$ cat src/logic/petConsole_macros.svh
`ifndef PETCONSOLE_MACROS_SVH
`define PETCONSOLE_MACROS_SVH

// serial character size
`define BYTE_WIDTH 8

// stat range
`define STAT_WIDTH 4
// also the base for the inverted display lines
`define STAT_MAX 15

// status screen size
`define REPORT_LENGTH 80
`define INDEX_WIDTH 7

// 27 MHz clock at 115200 baud
`define BIT_PERIOD_DEFAULT 234

// wait after a report before the button is looked at again
`define HOLD_CYCLES_DEFAULT 262143

// wide enough for the hold wait
`define COUNT_WIDTH 18

`endif

$ cat src/logic/petConsolePkg.sv
`default_nettype none

`include "petConsole_macros.svh"

package petConsolePkg;

    typedef logic [`BYTE_WIDTH-1:0] byte_t;
    typedef logic [`STAT_WIDTH-1:0] stat_t;
    typedef logic [`INDEX_WIDTH-1:0] charIndex_t;

    typedef enum logic [2:0] {
        rxIdle,
        rxStart,
        rxWait,
        rxSample,
        rxStop
    } rxState_e;

    typedef enum logic [2:0] {
        txIdle,
        txStart,
        txData,
        txStop,
        txHold
    } txState_e;

    // stat lines in screen order
    typedef enum logic [2:0] {
        hunger,
        happiness,
        health,
        hygiene,
        energy,
        social
    } statId_e;

endpackage

`default_nettype wire

$ cat src/logic/petConsole.sv
`timescale 1ns/1ps
`default_nettype none

`include "petConsole_macros.svh"

module petConsole #(
    parameter int bitPeriod = `BIT_PERIOD_DEFAULT,
    parameter int holdCycles = `HOLD_CYCLES_DEFAULT
) (
    input  wire logic                    clk,
    input  wire logic                    rstN,
    input  wire logic                    rxLine,
    input  wire logic                    btnN,
    input  wire petConsolePkg::stat_t    hunger,
    input  wire petConsolePkg::stat_t    happiness,
    input  wire petConsolePkg::stat_t    health,
    input  wire petConsolePkg::stat_t    hygiene,
    input  wire petConsolePkg::stat_t    energy,
    input  wire petConsolePkg::stat_t    social,
    output wire logic                    txLine,
    output petConsolePkg::byte_t         rxData
);

    wire logic reportStart;
    petConsolePkg::charIndex_t charIndex;
    petConsolePkg::byte_t reportChar;

    serialDecoder #(
        .bitPeriod(bitPeriod)
    ) i_serialDecoder (
        .clk(clk),
        .rstN(rstN),
        .rxLine(rxLine),
        .rxData(rxData)
    );

    reportComposer i_reportComposer (
        .clk(clk),
        .rstN(rstN),
        .reportStart(reportStart),
        .hunger(hunger),
        .happiness(happiness),
        .health(health),
        .hygiene(hygiene),
        .energy(energy),
        .social(social),
        .charIndex(charIndex),
        .reportChar(reportChar)
    );

    serialReporter #(
        .bitPeriod(bitPeriod),
        .holdCycles(holdCycles)
    ) i_serialReporter (
        .clk(clk),
        .rstN(rstN),
        .btnN(btnN),
        .reportChar(reportChar),
        .reportStart(reportStart),
        .charIndex(charIndex),
        .txLine(txLine)
    );

endmodule

`default_nettype wire

$ cat src/logic/reportComposer.sv
`timescale 1ns/1ps
`default_nettype none

`include "petConsole_macros.svh"

module reportComposer (
    input  wire logic                        clk,
    input  wire logic                        rstN,
    input  wire logic                        reportStart,
    input  wire petConsolePkg::stat_t        hunger,
    input  wire petConsolePkg::stat_t        happiness,
    input  wire petConsolePkg::stat_t        health,
    input  wire petConsolePkg::stat_t        hygiene,
    input  wire petConsolePkg::stat_t        energy,
    input  wire petConsolePkg::stat_t        social,
    input  wire petConsolePkg::charIndex_t   charIndex,
    output petConsolePkg::byte_t             reportChar
);

    localparam int statCount = petConsolePkg::social + 1;
    localparam int leftEye = 10;
    localparam int rightEye = 12;

    // digit fields hold "00" and are filled in below
    localparam logic [`REPORT_LENGTH*`BYTE_WIDTH-1:0] screenTemplate = {
        "(\\__/)\r\n",
        "(>'.'<)\r\n",
        "(\")_(\")\r\n",
        "STATS\r\n",
        "HU: 00\r\n",
        "HA: 00\r\n",
        "HE: 00\r\n",
        "HY: 00\r\n",
        "E: 00\r\n",
        "SO: 00\r\n"
    };

    // tens digit position of each stat line
    localparam int tensPos [statCount] = '{37, 45, 53, 61, 68, 76};

    petConsolePkg::stat_t snapshot [statCount];
    petConsolePkg::statId_e line;
    petConsolePkg::stat_t shown;
    petConsolePkg::stat_t unitsValue;
    logic isDigit;
    logic anyMax;

    // one set of values per report
    always_ff @(posedge clk or negedge rstN) begin
        if (!rstN) begin
            for (int i = 0; i < statCount; i++) begin
                snapshot[i] <= '0;
            end
        end else if (reportStart) begin
            snapshot[petConsolePkg::hunger] <= hunger;
            snapshot[petConsolePkg::happiness] <= happiness;
            snapshot[petConsolePkg::health] <= health;
            snapshot[petConsolePkg::hygiene] <= hygiene;
            snapshot[petConsolePkg::energy] <= energy;
            snapshot[petConsolePkg::social] <= social;
        end
    end

    always_comb begin
        anyMax = 1'b0;
        for (int i = 0; i < statCount; i++) begin
            if (snapshot[i] == `STAT_WIDTH'(`STAT_MAX)) begin
                anyMax = 1'b1;
            end
        end
    end

    // which stat line, if any, the index falls on
    always_comb begin
        line = petConsolePkg::hunger;
        isDigit = 1'b0;
        for (int i = 0; i < statCount; i++) begin
            if (charIndex == tensPos[i] || charIndex == tensPos[i] + 1) begin
                line = petConsolePkg::statId_e'(i);
                isDigit = 1'b1;
            end
        end
    end

    // hunger raw, the rest counted down from the max
    assign shown = (line == petConsolePkg::hunger) ? snapshot[line]
                                                   : `STAT_WIDTH'(`STAT_MAX) - snapshot[line];
    assign unitsValue = (shown >= 4'd10) ? shown - 4'd10 : shown;

    always_comb begin
        reportChar = screenTemplate[(`REPORT_LENGTH - 1 - charIndex) * `BYTE_WIDTH +: `BYTE_WIDTH];
        if ((charIndex == leftEye || charIndex == rightEye) && anyMax) begin
            reportChar = "X";
        end
        if (isDigit) begin
            if (charIndex == tensPos[line]) begin
                reportChar = (shown >= 4'd10) ? "1" : "0";
            end else begin
                reportChar = "0" + {4'h0, unitsValue};
            end
        end
    end

endmodule

`default_nettype wire

$ cat src/logic/serialDecoder.sv
`timescale 1ns/1ps
`default_nettype none

`include "petConsole_macros.svh"

module serialDecoder #(
    parameter int bitPeriod = `BIT_PERIOD_DEFAULT
) (
    input  wire logic                 clk,
    input  wire logic                 rstN,
    input  wire logic                 rxLine,
    output petConsolePkg::byte_t      rxData
);

    localparam logic [`COUNT_WIDTH-1:0] lastTick = `COUNT_WIDTH'(bitPeriod - 1);
    localparam logic [`COUNT_WIDTH-1:0] halfTick = `COUNT_WIDTH'(bitPeriod / 2);
    localparam logic [2:0] lastBit = 3'(`BYTE_WIDTH - 1);

    petConsolePkg::rxState_e rxState;
    logic [`COUNT_WIDTH-1:0] tickCount;
    logic [2:0] bitCount;
    logic frameDone;
    petConsolePkg::byte_t shiftReg;

    always_ff @(posedge clk or negedge rstN) begin
        if (!rstN) begin
            rxState <= petConsolePkg::rxIdle;
            tickCount <= '0;
            bitCount <= '0;
            frameDone <= 1'b0;
        end else begin
            case (rxState)
                petConsolePkg::rxIdle: begin
                    // falling edge of the start bit
                    if (!rxLine) begin
                        rxState <= petConsolePkg::rxStart;
                        tickCount <= `COUNT_WIDTH'(1);
                        bitCount <= '0;
                        frameDone <= 1'b0;
                    end
                end
                petConsolePkg::rxStart: begin
                    // move to the middle of the start bit
                    if (tickCount == halfTick) begin
                        rxState <= petConsolePkg::rxWait;
                        tickCount <= `COUNT_WIDTH'(1);
                    end else begin
                        tickCount <= tickCount + 1'b1;
                    end
                end
                petConsolePkg::rxWait: begin
                    tickCount <= tickCount + 1'b1;
                    if (tickCount == lastTick) begin
                        rxState <= petConsolePkg::rxSample;
                    end
                end
                petConsolePkg::rxSample: begin
                    tickCount <= `COUNT_WIDTH'(1);
                    bitCount <= bitCount + 1'b1;
                    if (bitCount == lastBit) begin
                        rxState <= petConsolePkg::rxStop;
                    end else begin
                        rxState <= petConsolePkg::rxWait;
                    end
                end
                petConsolePkg::rxStop: begin
                    // stop bit level is not checked
                    tickCount <= tickCount + 1'b1;
                    if (tickCount == lastTick) begin
                        rxState <= petConsolePkg::rxIdle;
                        tickCount <= '0;
                        frameDone <= 1'b1;
                    end
                end
                default: rxState <= petConsolePkg::rxIdle;
            endcase
        end
    end

    // lsb first
    always_ff @(posedge clk) begin
        if (rxState == petConsolePkg::rxSample) begin
            shiftReg <= {rxLine, shiftReg[`BYTE_WIDTH-1:1]};
        end
    end

    always_ff @(posedge clk or negedge rstN) begin
        if (!rstN) begin
            rxData <= '0;
        end else begin
            rxData <= frameDone ? shiftReg : '0;
        end
    end

endmodule

`default_nettype wire

$ cat src/logic/serialReporter.sv
`timescale 1ns/1ps
`default_nettype none

`include "petConsole_macros.svh"

module serialReporter #(
    parameter int bitPeriod = `BIT_PERIOD_DEFAULT,
    parameter int holdCycles = `HOLD_CYCLES_DEFAULT
) (
    input  wire logic                        clk,
    input  wire logic                        rstN,
    input  wire logic                        btnN,
    input  wire petConsolePkg::byte_t        reportChar,
    output logic                             reportStart,
    output petConsolePkg::charIndex_t        charIndex,
    output logic                             txLine
);

    localparam logic [`COUNT_WIDTH-1:0] lastTick = `COUNT_WIDTH'(bitPeriod - 1);
    localparam logic [`COUNT_WIDTH-1:0] lastHold = `COUNT_WIDTH'(holdCycles - 1);
    localparam logic [2:0] lastBit = 3'(`BYTE_WIDTH - 1);
    localparam petConsolePkg::charIndex_t lastChar = `INDEX_WIDTH'(`REPORT_LENGTH - 1);

    petConsolePkg::txState_e txState;
    logic [`COUNT_WIDTH-1:0] tickCount;
    logic [2:0] bitIndex;
    logic bitDone;
    petConsolePkg::byte_t dataOut;

    assign bitDone = (tickCount == lastTick);

    always_ff @(posedge clk or negedge rstN) begin
        if (!rstN) begin
            txState <= petConsolePkg::txIdle;
            tickCount <= '0;
            bitIndex <= '0;
            charIndex <= '0;
            reportStart <= 1'b0;
            txLine <= 1'b1;
        end else begin
            reportStart <= 1'b0;
            case (txState)
                petConsolePkg::txIdle: begin
                    txLine <= 1'b1;
                    tickCount <= '0;
                    if (!btnN) begin
                        txState <= petConsolePkg::txStart;
                        charIndex <= '0;
                        reportStart <= 1'b1;
                    end
                end
                petConsolePkg::txStart: begin
                    txLine <= 1'b0;
                    if (bitDone) begin
                        txState <= petConsolePkg::txData;
                        bitIndex <= '0;
                        tickCount <= '0;
                    end else begin
                        tickCount <= tickCount + 1'b1;
                    end
                end
                petConsolePkg::txData: begin
                    txLine <= dataOut[bitIndex];
                    if (bitDone) begin
                        tickCount <= '0;
                        if (bitIndex == lastBit) begin
                            txState <= petConsolePkg::txStop;
                        end else begin
                            bitIndex <= bitIndex + 1'b1;
                        end
                    end else begin
                        tickCount <= tickCount + 1'b1;
                    end
                end
                petConsolePkg::txStop: begin
                    txLine <= 1'b1;
                    if (bitDone) begin
                        tickCount <= '0;
                        if (charIndex == lastChar) begin
                            txState <= petConsolePkg::txHold;
                        end else begin
                            charIndex <= charIndex + 1'b1;
                            txState <= petConsolePkg::txStart;
                        end
                    end else begin
                        tickCount <= tickCount + 1'b1;
                    end
                end
                petConsolePkg::txHold: begin
                    // a held button gives just one report
                    txLine <= 1'b1;
                    if (tickCount == lastHold) begin
                        if (btnN) begin
                            txState <= petConsolePkg::txIdle;
                        end
                    end else begin
                        tickCount <= tickCount + 1'b1;
                    end
                end
                default: txState <= petConsolePkg::txIdle;
            endcase
        end
    end

    // character fetched at the end of its start bit
    always_ff @(posedge clk) begin
        if (txState == petConsolePkg::txStart && bitDone) begin
            dataOut <= reportChar;
        end
    end

endmodule

`default_nettype wire

$ cat config.mk
export PLATFORM = sky130hd
export DESIGN_NAME = petConsole
export DESIGN_NICKNAME = d
export VERILOG_FILES = /design/src/logic/petConsolePkg.sv /design/src/logic/petConsole.sv /design/src/logic/reportComposer.sv /design/src/logic/serialDecoder.sv /design/src/logic/serialReporter.sv
export VERILOG_INCLUDE_DIRS = /design/src /design/src/logic
export SDC_FILE = /design/constraint.sdc
export NUM_CORES = 1
export LEC_CHECK = 0
export ABC_AREA = 0
export BUFFER_PORTS_ARGS = -buffer_cell sky130_fd_sc_hd__buf_2
export CORE_MARGIN = 2
export CORE_UTILIZATION = 50
export CTS_BUF_LIST = sky130_fd_sc_hd__clkbuf_8
export CTS_CLUSTER_SIZE = 16
export DETAILED_ROUTE_END_ITERATION = 12
export GPL_ROUTABILITY_DRIVEN = 0
export PLACE_DENSITY = 0.74
export SYNTH_ARGS = -nofsm -noshare
export SYNTH_HDL_FRONTEND = slang
export SYNTH_SLANG_ARGS = --single-unit
$ cat constraint.sdc
create_clock -name clk -period 9.4 [get_ports clk]
set_clock_uncertainty 0.15 [all_clocks]
set_input_delay 1.88 -clock clk [delete_from_list [all_inputs] [get_ports clk]]
set_output_delay 1.88 -clock clk [all_outputs]
set_load 0.005 [all_outputs]
Word-level counts from Yosys, hierarchy flattened:

Memory sizes are Yosys's and may differ from the RTL's.
Index checks and enable logic that the tools add are counted.

* register bits after elaboration: 106
* latch bits: 0
* bits in writable memories: 0
* memory bits (read-only): 256
* output and inout bits: 9
* logic and storage cells: 182
* memories kept: 1

* add/sub/neg operators: 9
* multiply operators: 0
* divide/modulo/power cells: 0
* $lt $le $gt $ge: 3
* eq/ne operators: 50
* shifts and indexed selects: 1
* multiplexer cells: 69
* bitwise gates (word level): 1
* reduce and logical (&&, ||, !) cells: 29

Memories
* (name not given): depth 8, width 32, read ports 1, clocked after Yosys merged registers in 0, wr ports 0, line reportComposer.sv:96 `if (charIndex == tensPos[line]) begin`

Operators with widths (count)
* indexed part select 640 x 33 -> 8 bit (first input constant): 1
* two-way mux 18 bit: 5
* case mux 18 bit (5 select lines): 1
* two-way mux 32 bit: 2
* two-way mux 3 bit: 19
* == test 7 x 6 -> 1 bit (second input constant): 8
* case mux 18 bit (3 select lines): 1
* adder 18 x 1 -> 18 bit (second input constant): 2
* == test 18 x 8 -> 1 bit (second input constant): 2
* == test 7 bit (second input constant): 5
* == test 7 x 32 -> 1 bit: 1
* two-way mux 8 bit: 4
* case mux 3 bit (5 select lines): 2
* == test 4 bit (second input constant): 6
* two-way mux 7 bit: 3
* two-way mux 1 bit: 19
* == test 18 bit (second input constant): 1
* == test 18 x 7 -> 1 bit (second input constant): 1
* two-way mux 4 bit: 4
* != test 2 x 1 -> 1 bit (second input constant): 8
* == test 7 x 4 -> 1 bit (second input constant): 2
* case mux 7 bit (2 select lines): 1
* binary-select mux 4 bit (select 3 bit): 1
* == test 3 x 2 -> 1 bit (second input constant): 4
* other kinds (28): 59

Longest topological paths before layout:

* depth in word-level cells: 18
* depth in mapped cells: 13
* mapped depth without buffers: 11

Cells and area by module:

A second synthesis with hierarchy kept.

* cells, all modules: 726
* area, all modules: 6765.2 µm²

By module, submodules not included
* reportComposer: times used 1, cells an instance 302, area each 2413.6 µm², seq. area each 600.6 µm²
* serialReporter: times used 1, cells an instance 242, area each 2381.0 µm², seq. area each 1067.3 µm²
* serialDecoder: times used 1, cells an instance 182, area each 1970.6 µm², seq. area each 1066.0 µm²

Worst setup path before layout:

OpenSTA, ideal clock, no wires.

* kind: input to register
* start point: input btnN
* end point: register i_serialReporter.txState[2]
* arrival: 2.959 ns
* setup slack: 6.166 ns
* stages: 4
* path buffers: 0
* path through: nor3_1 > nor2_1 > o211ai_1 > mux2_2

* cells in the longest elaborated chain, start to end: 2
* elaborated cells on any way between the ends: 3
* classes of those cells: 2 x eq/ne; 1 x reduce/logical

RTL lines
* start: declaration: line petConsole.sv:13 `input wire logic btnN,`
* != test 2 bit (no line)
* AND reduction 7 bit (no line) (*)
* end signal: assignment: line serialReporter.sv:34 `txState <= petConsolePkg::txIdle;`
* end signal: assignment: line serialReporter.sv:47 `txState <= petConsolePkg::txStart;`
* end signal: assignment: line serialReporter.sv:55 `txState <= petConsolePkg::txData;`
* end: declaration: line serialReporter.sv:24 `petConsolePkg::txState_e txState;`

Mark *: on every way between the ends. The rest lies on a longest branch, timed or not.
A chain may end at the register's enable or synchronous reset.

Worst setup path in the final report:

* start point: register i_serialReporter.charIndex[0]
* end point: register i_serialReporter.dataOut[2] (data pin)

* cells in the longest elaborated chain, start to end: 18
* elaborated cells on any way between the ends: 53
* classes of those cells: 4 x add/sub; 1 x order compare; 15 x eq/ne; 1 x shift; 21 x mux; 1 x bitwise; 9 x reduce/logical; 1 x memory

RTL lines
* start: declaration: line serialReporter.sv:15 `output petConsolePkg::charIndex_t charIndex,`
* start signal: assignment: line serialReporter.sv:82 `charIndex <= charIndex + 1'b1;`
* == test 7 x 6 -> 1 bit: line reportComposer.sv:78 `if (charIndex == tensPos[i] || charIndex == tensPos[i] + 1) begin`
* logical OR 1 bit: line reportComposer.sv:78
* two-way mux 1 bit: line reportComposer.sv:78
* two-way mux 2 bit (2 in a row): line reportComposer.sv:78
* two-way mux 3 bit (2 in a row): line reportComposer.sv:78
* inverter 3 -> 4 bit (implied by the code): line reportComposer.sv:86, reportComposer.sv:87, reportComposer.sv:96
* binary-select mux 4 bit (select 3 bit): line reportComposer.sv:86, reportComposer.sv:87
* two-way mux 4 bit (implied by the code) (2 in a row): line reportComposer.sv:86, reportComposer.sv:87
* subtractor 4 bit (no line)
* two-way mux 4 bit: line reportComposer.sv:86 `assign shown = (line == petConsolePkg::hunger) ? snapshot[line]`
* subtractor 4 bit or greater-or-equal comparator 4 bit (tied branches): line reportComposer.sv:88 `assign unitsValue = (shown >= 4'd10) ? shown - 4'd10 : shown;`
* two-way mux 4 bit: line reportComposer.sv:88
* adder 6 x 4 -> 7 bit: line reportComposer.sv:99 `reportChar = "0" + {4'h0, unitsValue};`
* two-way mux 8 bit: line reportComposer.sv:96
* two-way mux 8 bit (*): line reportComposer.sv:95 `if (isDigit) begin`
* named net i_reportComposer.reportChar[2]: line reportComposer.sv:17 `output petConsolePkg::byte_t reportChar`
* end signal: assignment: line serialReporter.sv:108 `dataOut <= reportChar;`
* end: declaration: line serialReporter.sv:28 `petConsolePkg::byte_t dataOut;`

Mark *: on every way through the listed nets, which the timed path passes. The rest lies on a longest branch. The select of a mux whose other input is x is not followed.

==> impl_metrics.tcl <==
set metrics [dict create \
    outcome "finished, final reports clean" \
    grt_max_degree 59 \
    dp_hpwl_mm 10.03 \
    fp-row-count 41 \
    core_area_um2 12570 \
    initial_core_util 0.5081 \
    powerDensity_nw_per_um2 123.3 \
    yosys_most_used_dff "dfrtp_1" \
    synth_top_cell_area_share 0.3487 \
    fmax_ghz 0.2662 \
    maxCapViolations 0 \
    syn_area_per_cell_um2 9.296 \
    cts.root.buffer_cell "clkbuf_8" \
    required_ns 9.48 \
    yosysMostFrequentCell "dfrtp_1" \
    slew_violations 0 \
    ys_ff_latch 105 \
    first_pass_iters 5 \
    synth_commonest_cells "89 x dfrtp_1, 64 x nor2_1, 52 x a21oi_1, 49 x nand2_1, 33 x clkbuf_1" \
    vias 5374 \
    synthesis.nets 734 \
    period_share 0.3997 \
    ctsHoldBuffers 0 \
    ant_nets 0 \
    drc 0 \
    portBuffers 36 \
    post_dp_cell_area_um2 6633 \
    ys_top_cells_by_area "dfrtp_1 35%, edfxtp_1 7.1%, mux2_2 4.4%" \
    drt_iter0_drc 590 \
    grt_pass1_wl_mm 23.98 \
    antenna_cells 0 \
    finalSetupViolations 0 \
    netSwitchingPower_w 0.0002220 \
    power_w 0.0008451 \
    slew_headroom 0.2695 \
    wire_per_inst_um 16.33 \
    p_sw_frac 0.2627 \
    path_max_fanout 29 \
    tns_ns 0 \
    rsz0062_at_grt "no" \
    dieArea_um2 13690 \
    cellInternalPower_w 0.0006231 \
    cts_num_sinks 105 \
    ys_seq_area_frac 0.4234 \
    htree_levels 3 \
    setup.worst_path.class "reg2reg" \
    ys_types 67 \
    hold_path.class "reg2reg" \
    hold_viol_final 0 \
    cts_buffers 9 \
    syn-cell-area_um2 6386 \
    clockBufferDepth 2 \
    cts_setup_buffers 0 \
    die_h_um 117.0 \
    rrSetupSlack_ns 5.64 \
    worstMarginPinSlew_ns 1.096 \
    design_area_um2 6853 \
    cts_resized 0 \
    clkPwrFrac 0.360 \
    antenna_found_initial 0 \
    period_needed_ns 3.757 \
    nFillCells 1119 \
    setup.worst_path.start_class "register" \
    synth_area_leader_cell "dfrtp_1" \
    seq_power_share 0.562 \
    ir_drop_mv 0.09403 \
    synth_edf_count 15 \
    drt-total-wl_mm 14.23 \
    grt_pass1_vias 5014 \
    area.growth.synth_to_final_pct 7.308 \
    track_usage 0.2195 \
    synthArstFlopShare 0.8571 \
    regArea_um2 2704 \
    multi_input_area_um2 3415 \
    synth_cells 687 \
    yosysWarnings 0 \
    combPwrFrac 0.078 \
    worstSkewPairLatency_ns 0.40 \
    end_kind "register" \
    ios 37 \
    clk_pin_slew_ns 0.12 \
    final_nets 741 \
    viasPerCell 6.170 \
    drive_gt1_frac 0.1459 \
    crit_arrival_ns 3.84 \
    die_w_um 117.0 \
    cellLeakagePower_nw 2.909 \
    cts_tree "yes" \
    grt_overflow 0 \
]
-- critical path, stage by stage, from the launching register on --
cell,delay (ns)
dfrtp_1,0.97
inv_1,0.33
ha_1,0.33
o211a_1,0.32
a2111oi_0,0.45
a21oi_1,0.12
nand2_1,0.15
inv_1,0.06
ha_1,0.29
a211o_1,0.25
o21ai_0,0.17
-- power by group through the flow --
stage	Sequential, W	Clock [W]	Combinational, W
6_report	0.000475	0.000305	0.0000658
3_5_place_dp	0.000483	0	0.0000649
3_3_place_gp	0.000483	0	0.0000629
5_1_grt	0.000476	0.000330	0.0000732
4_1_cts	0.000474	0.000316	0.0000652
2_1_floorplan	0.000479	0	0.0000438
-- path summary, 6_finish.rpt --
kind | depth (start not counted) | startpoint | end
min reg2reg | 0 | i_serialDecoder.shiftReg[5] | i_serialDecoder.shiftReg[4]
min in group asynchronous | 1 | rstN | i_serialDecoder.rxData[6]
min | 0 | i_serialDecoder.shiftReg[5] | i_serialDecoder.shiftReg[4]
max | 10 | i_serialReporter.charIndex[0] | i_serialReporter.dataOut[2]
max reg2reg | 10 | i_serialReporter.charIndex[0] | i_serialReporter.dataOut[2]
max in group asynchronous | 2 | rstN | i_serialReporter.bitIndex[1]
-- cells in the final DEF, fill, tap and decap left out, drive strengths merged, types with 8 or more instances in the layout --
cell	count
a31oi	9
nor3	10
o211ai	10
a211o	8
edfxtp	15
ha	19
nand2b	11
and3	13
dfrtp	89
clkbuf	9
mux2i	10
nand2	49
a211oi	14
and2	13
a21oi	52
buf	40
nor2	65
nand4	26
nor2b	9
mux2	25
o21ai	31
xnor2	22
or3	9
inv	26
nand3	20
-- flip-flops by register name, summed over array words and instances (netlist names) --
signal,flops
i_serialDecoder.tickCount,18
i_serialReporter.charIndex,7
i_serialReporter.txState,3
i_serialDecoder.bitCount,3
i_serialReporter.tickCount,18
i_serialReporter.dataOut,7
i_serialDecoder.rxState,3
i_reportComposer.snapshot,24
i_serialReporter.reportStart,1
i_serialDecoder.frameDone,1
i_serialReporter.txLine,1
i_serialDecoder.shiftReg,8
i_serialDecoder.rxData,8
i_serialReporter.bitIndex,3
-- cells by family (layout without fill, tap and decap cells) --
group / Yosys count / after routing / synth area share
AND/OR/NAND/NOR: 251 / 251 / 0.2030
XOR/XNOR: 28 / 28 / 0.03840
AO/OA/AOI/OAI: 180 / 180 / 0.1893
multiplexers: 37 / 37 / 0.06681
flip-flops: 105 / 105 / 0.4234
buffers and inverters: 67 / 79 / 0.04193
adder cells (fa/ha/maj): 19 / 19 / 0.03723
-- metrics by stage --
step	instances	hold slack (ns)	utilization	setup WS, ns
6_report	871	0.3059	0.5452	5.643
5_1_grt	871	0.3181	0.5452	5.298
4_1_cts	871	0.3085	0.5452	5.700
3_5_place_dp	855	0.2785	0.5277	5.667
3_3_place_gp	855	0.2757	0.5277	5.786
2_1_floorplan	687	0.2681	-	6.166
-- cell type report --
class / count / area share
Multi-Input combinational cell: 515 / 0.4983
Sequential cell: 105 / 0.3946
Tap cell: 172 / 0.03140
Timing Repair Buffer: 40 / 0.03104
Clock buffer: 9 / 0.01808
Clock inverter: 7 / 0.01406
Inverter: 23 / 0.01260
-- routing by layer --
layer,vias to the layer above,track usage,wire (um)
met5,-,0,0
met4,0,0.07686,316
met1,2596,0.2922,6275
met2,195,0.3545,6880
li1,2546,-,-
met3,37,0.05046,752
Note: power is estimated with default switching activity, not from simulation.
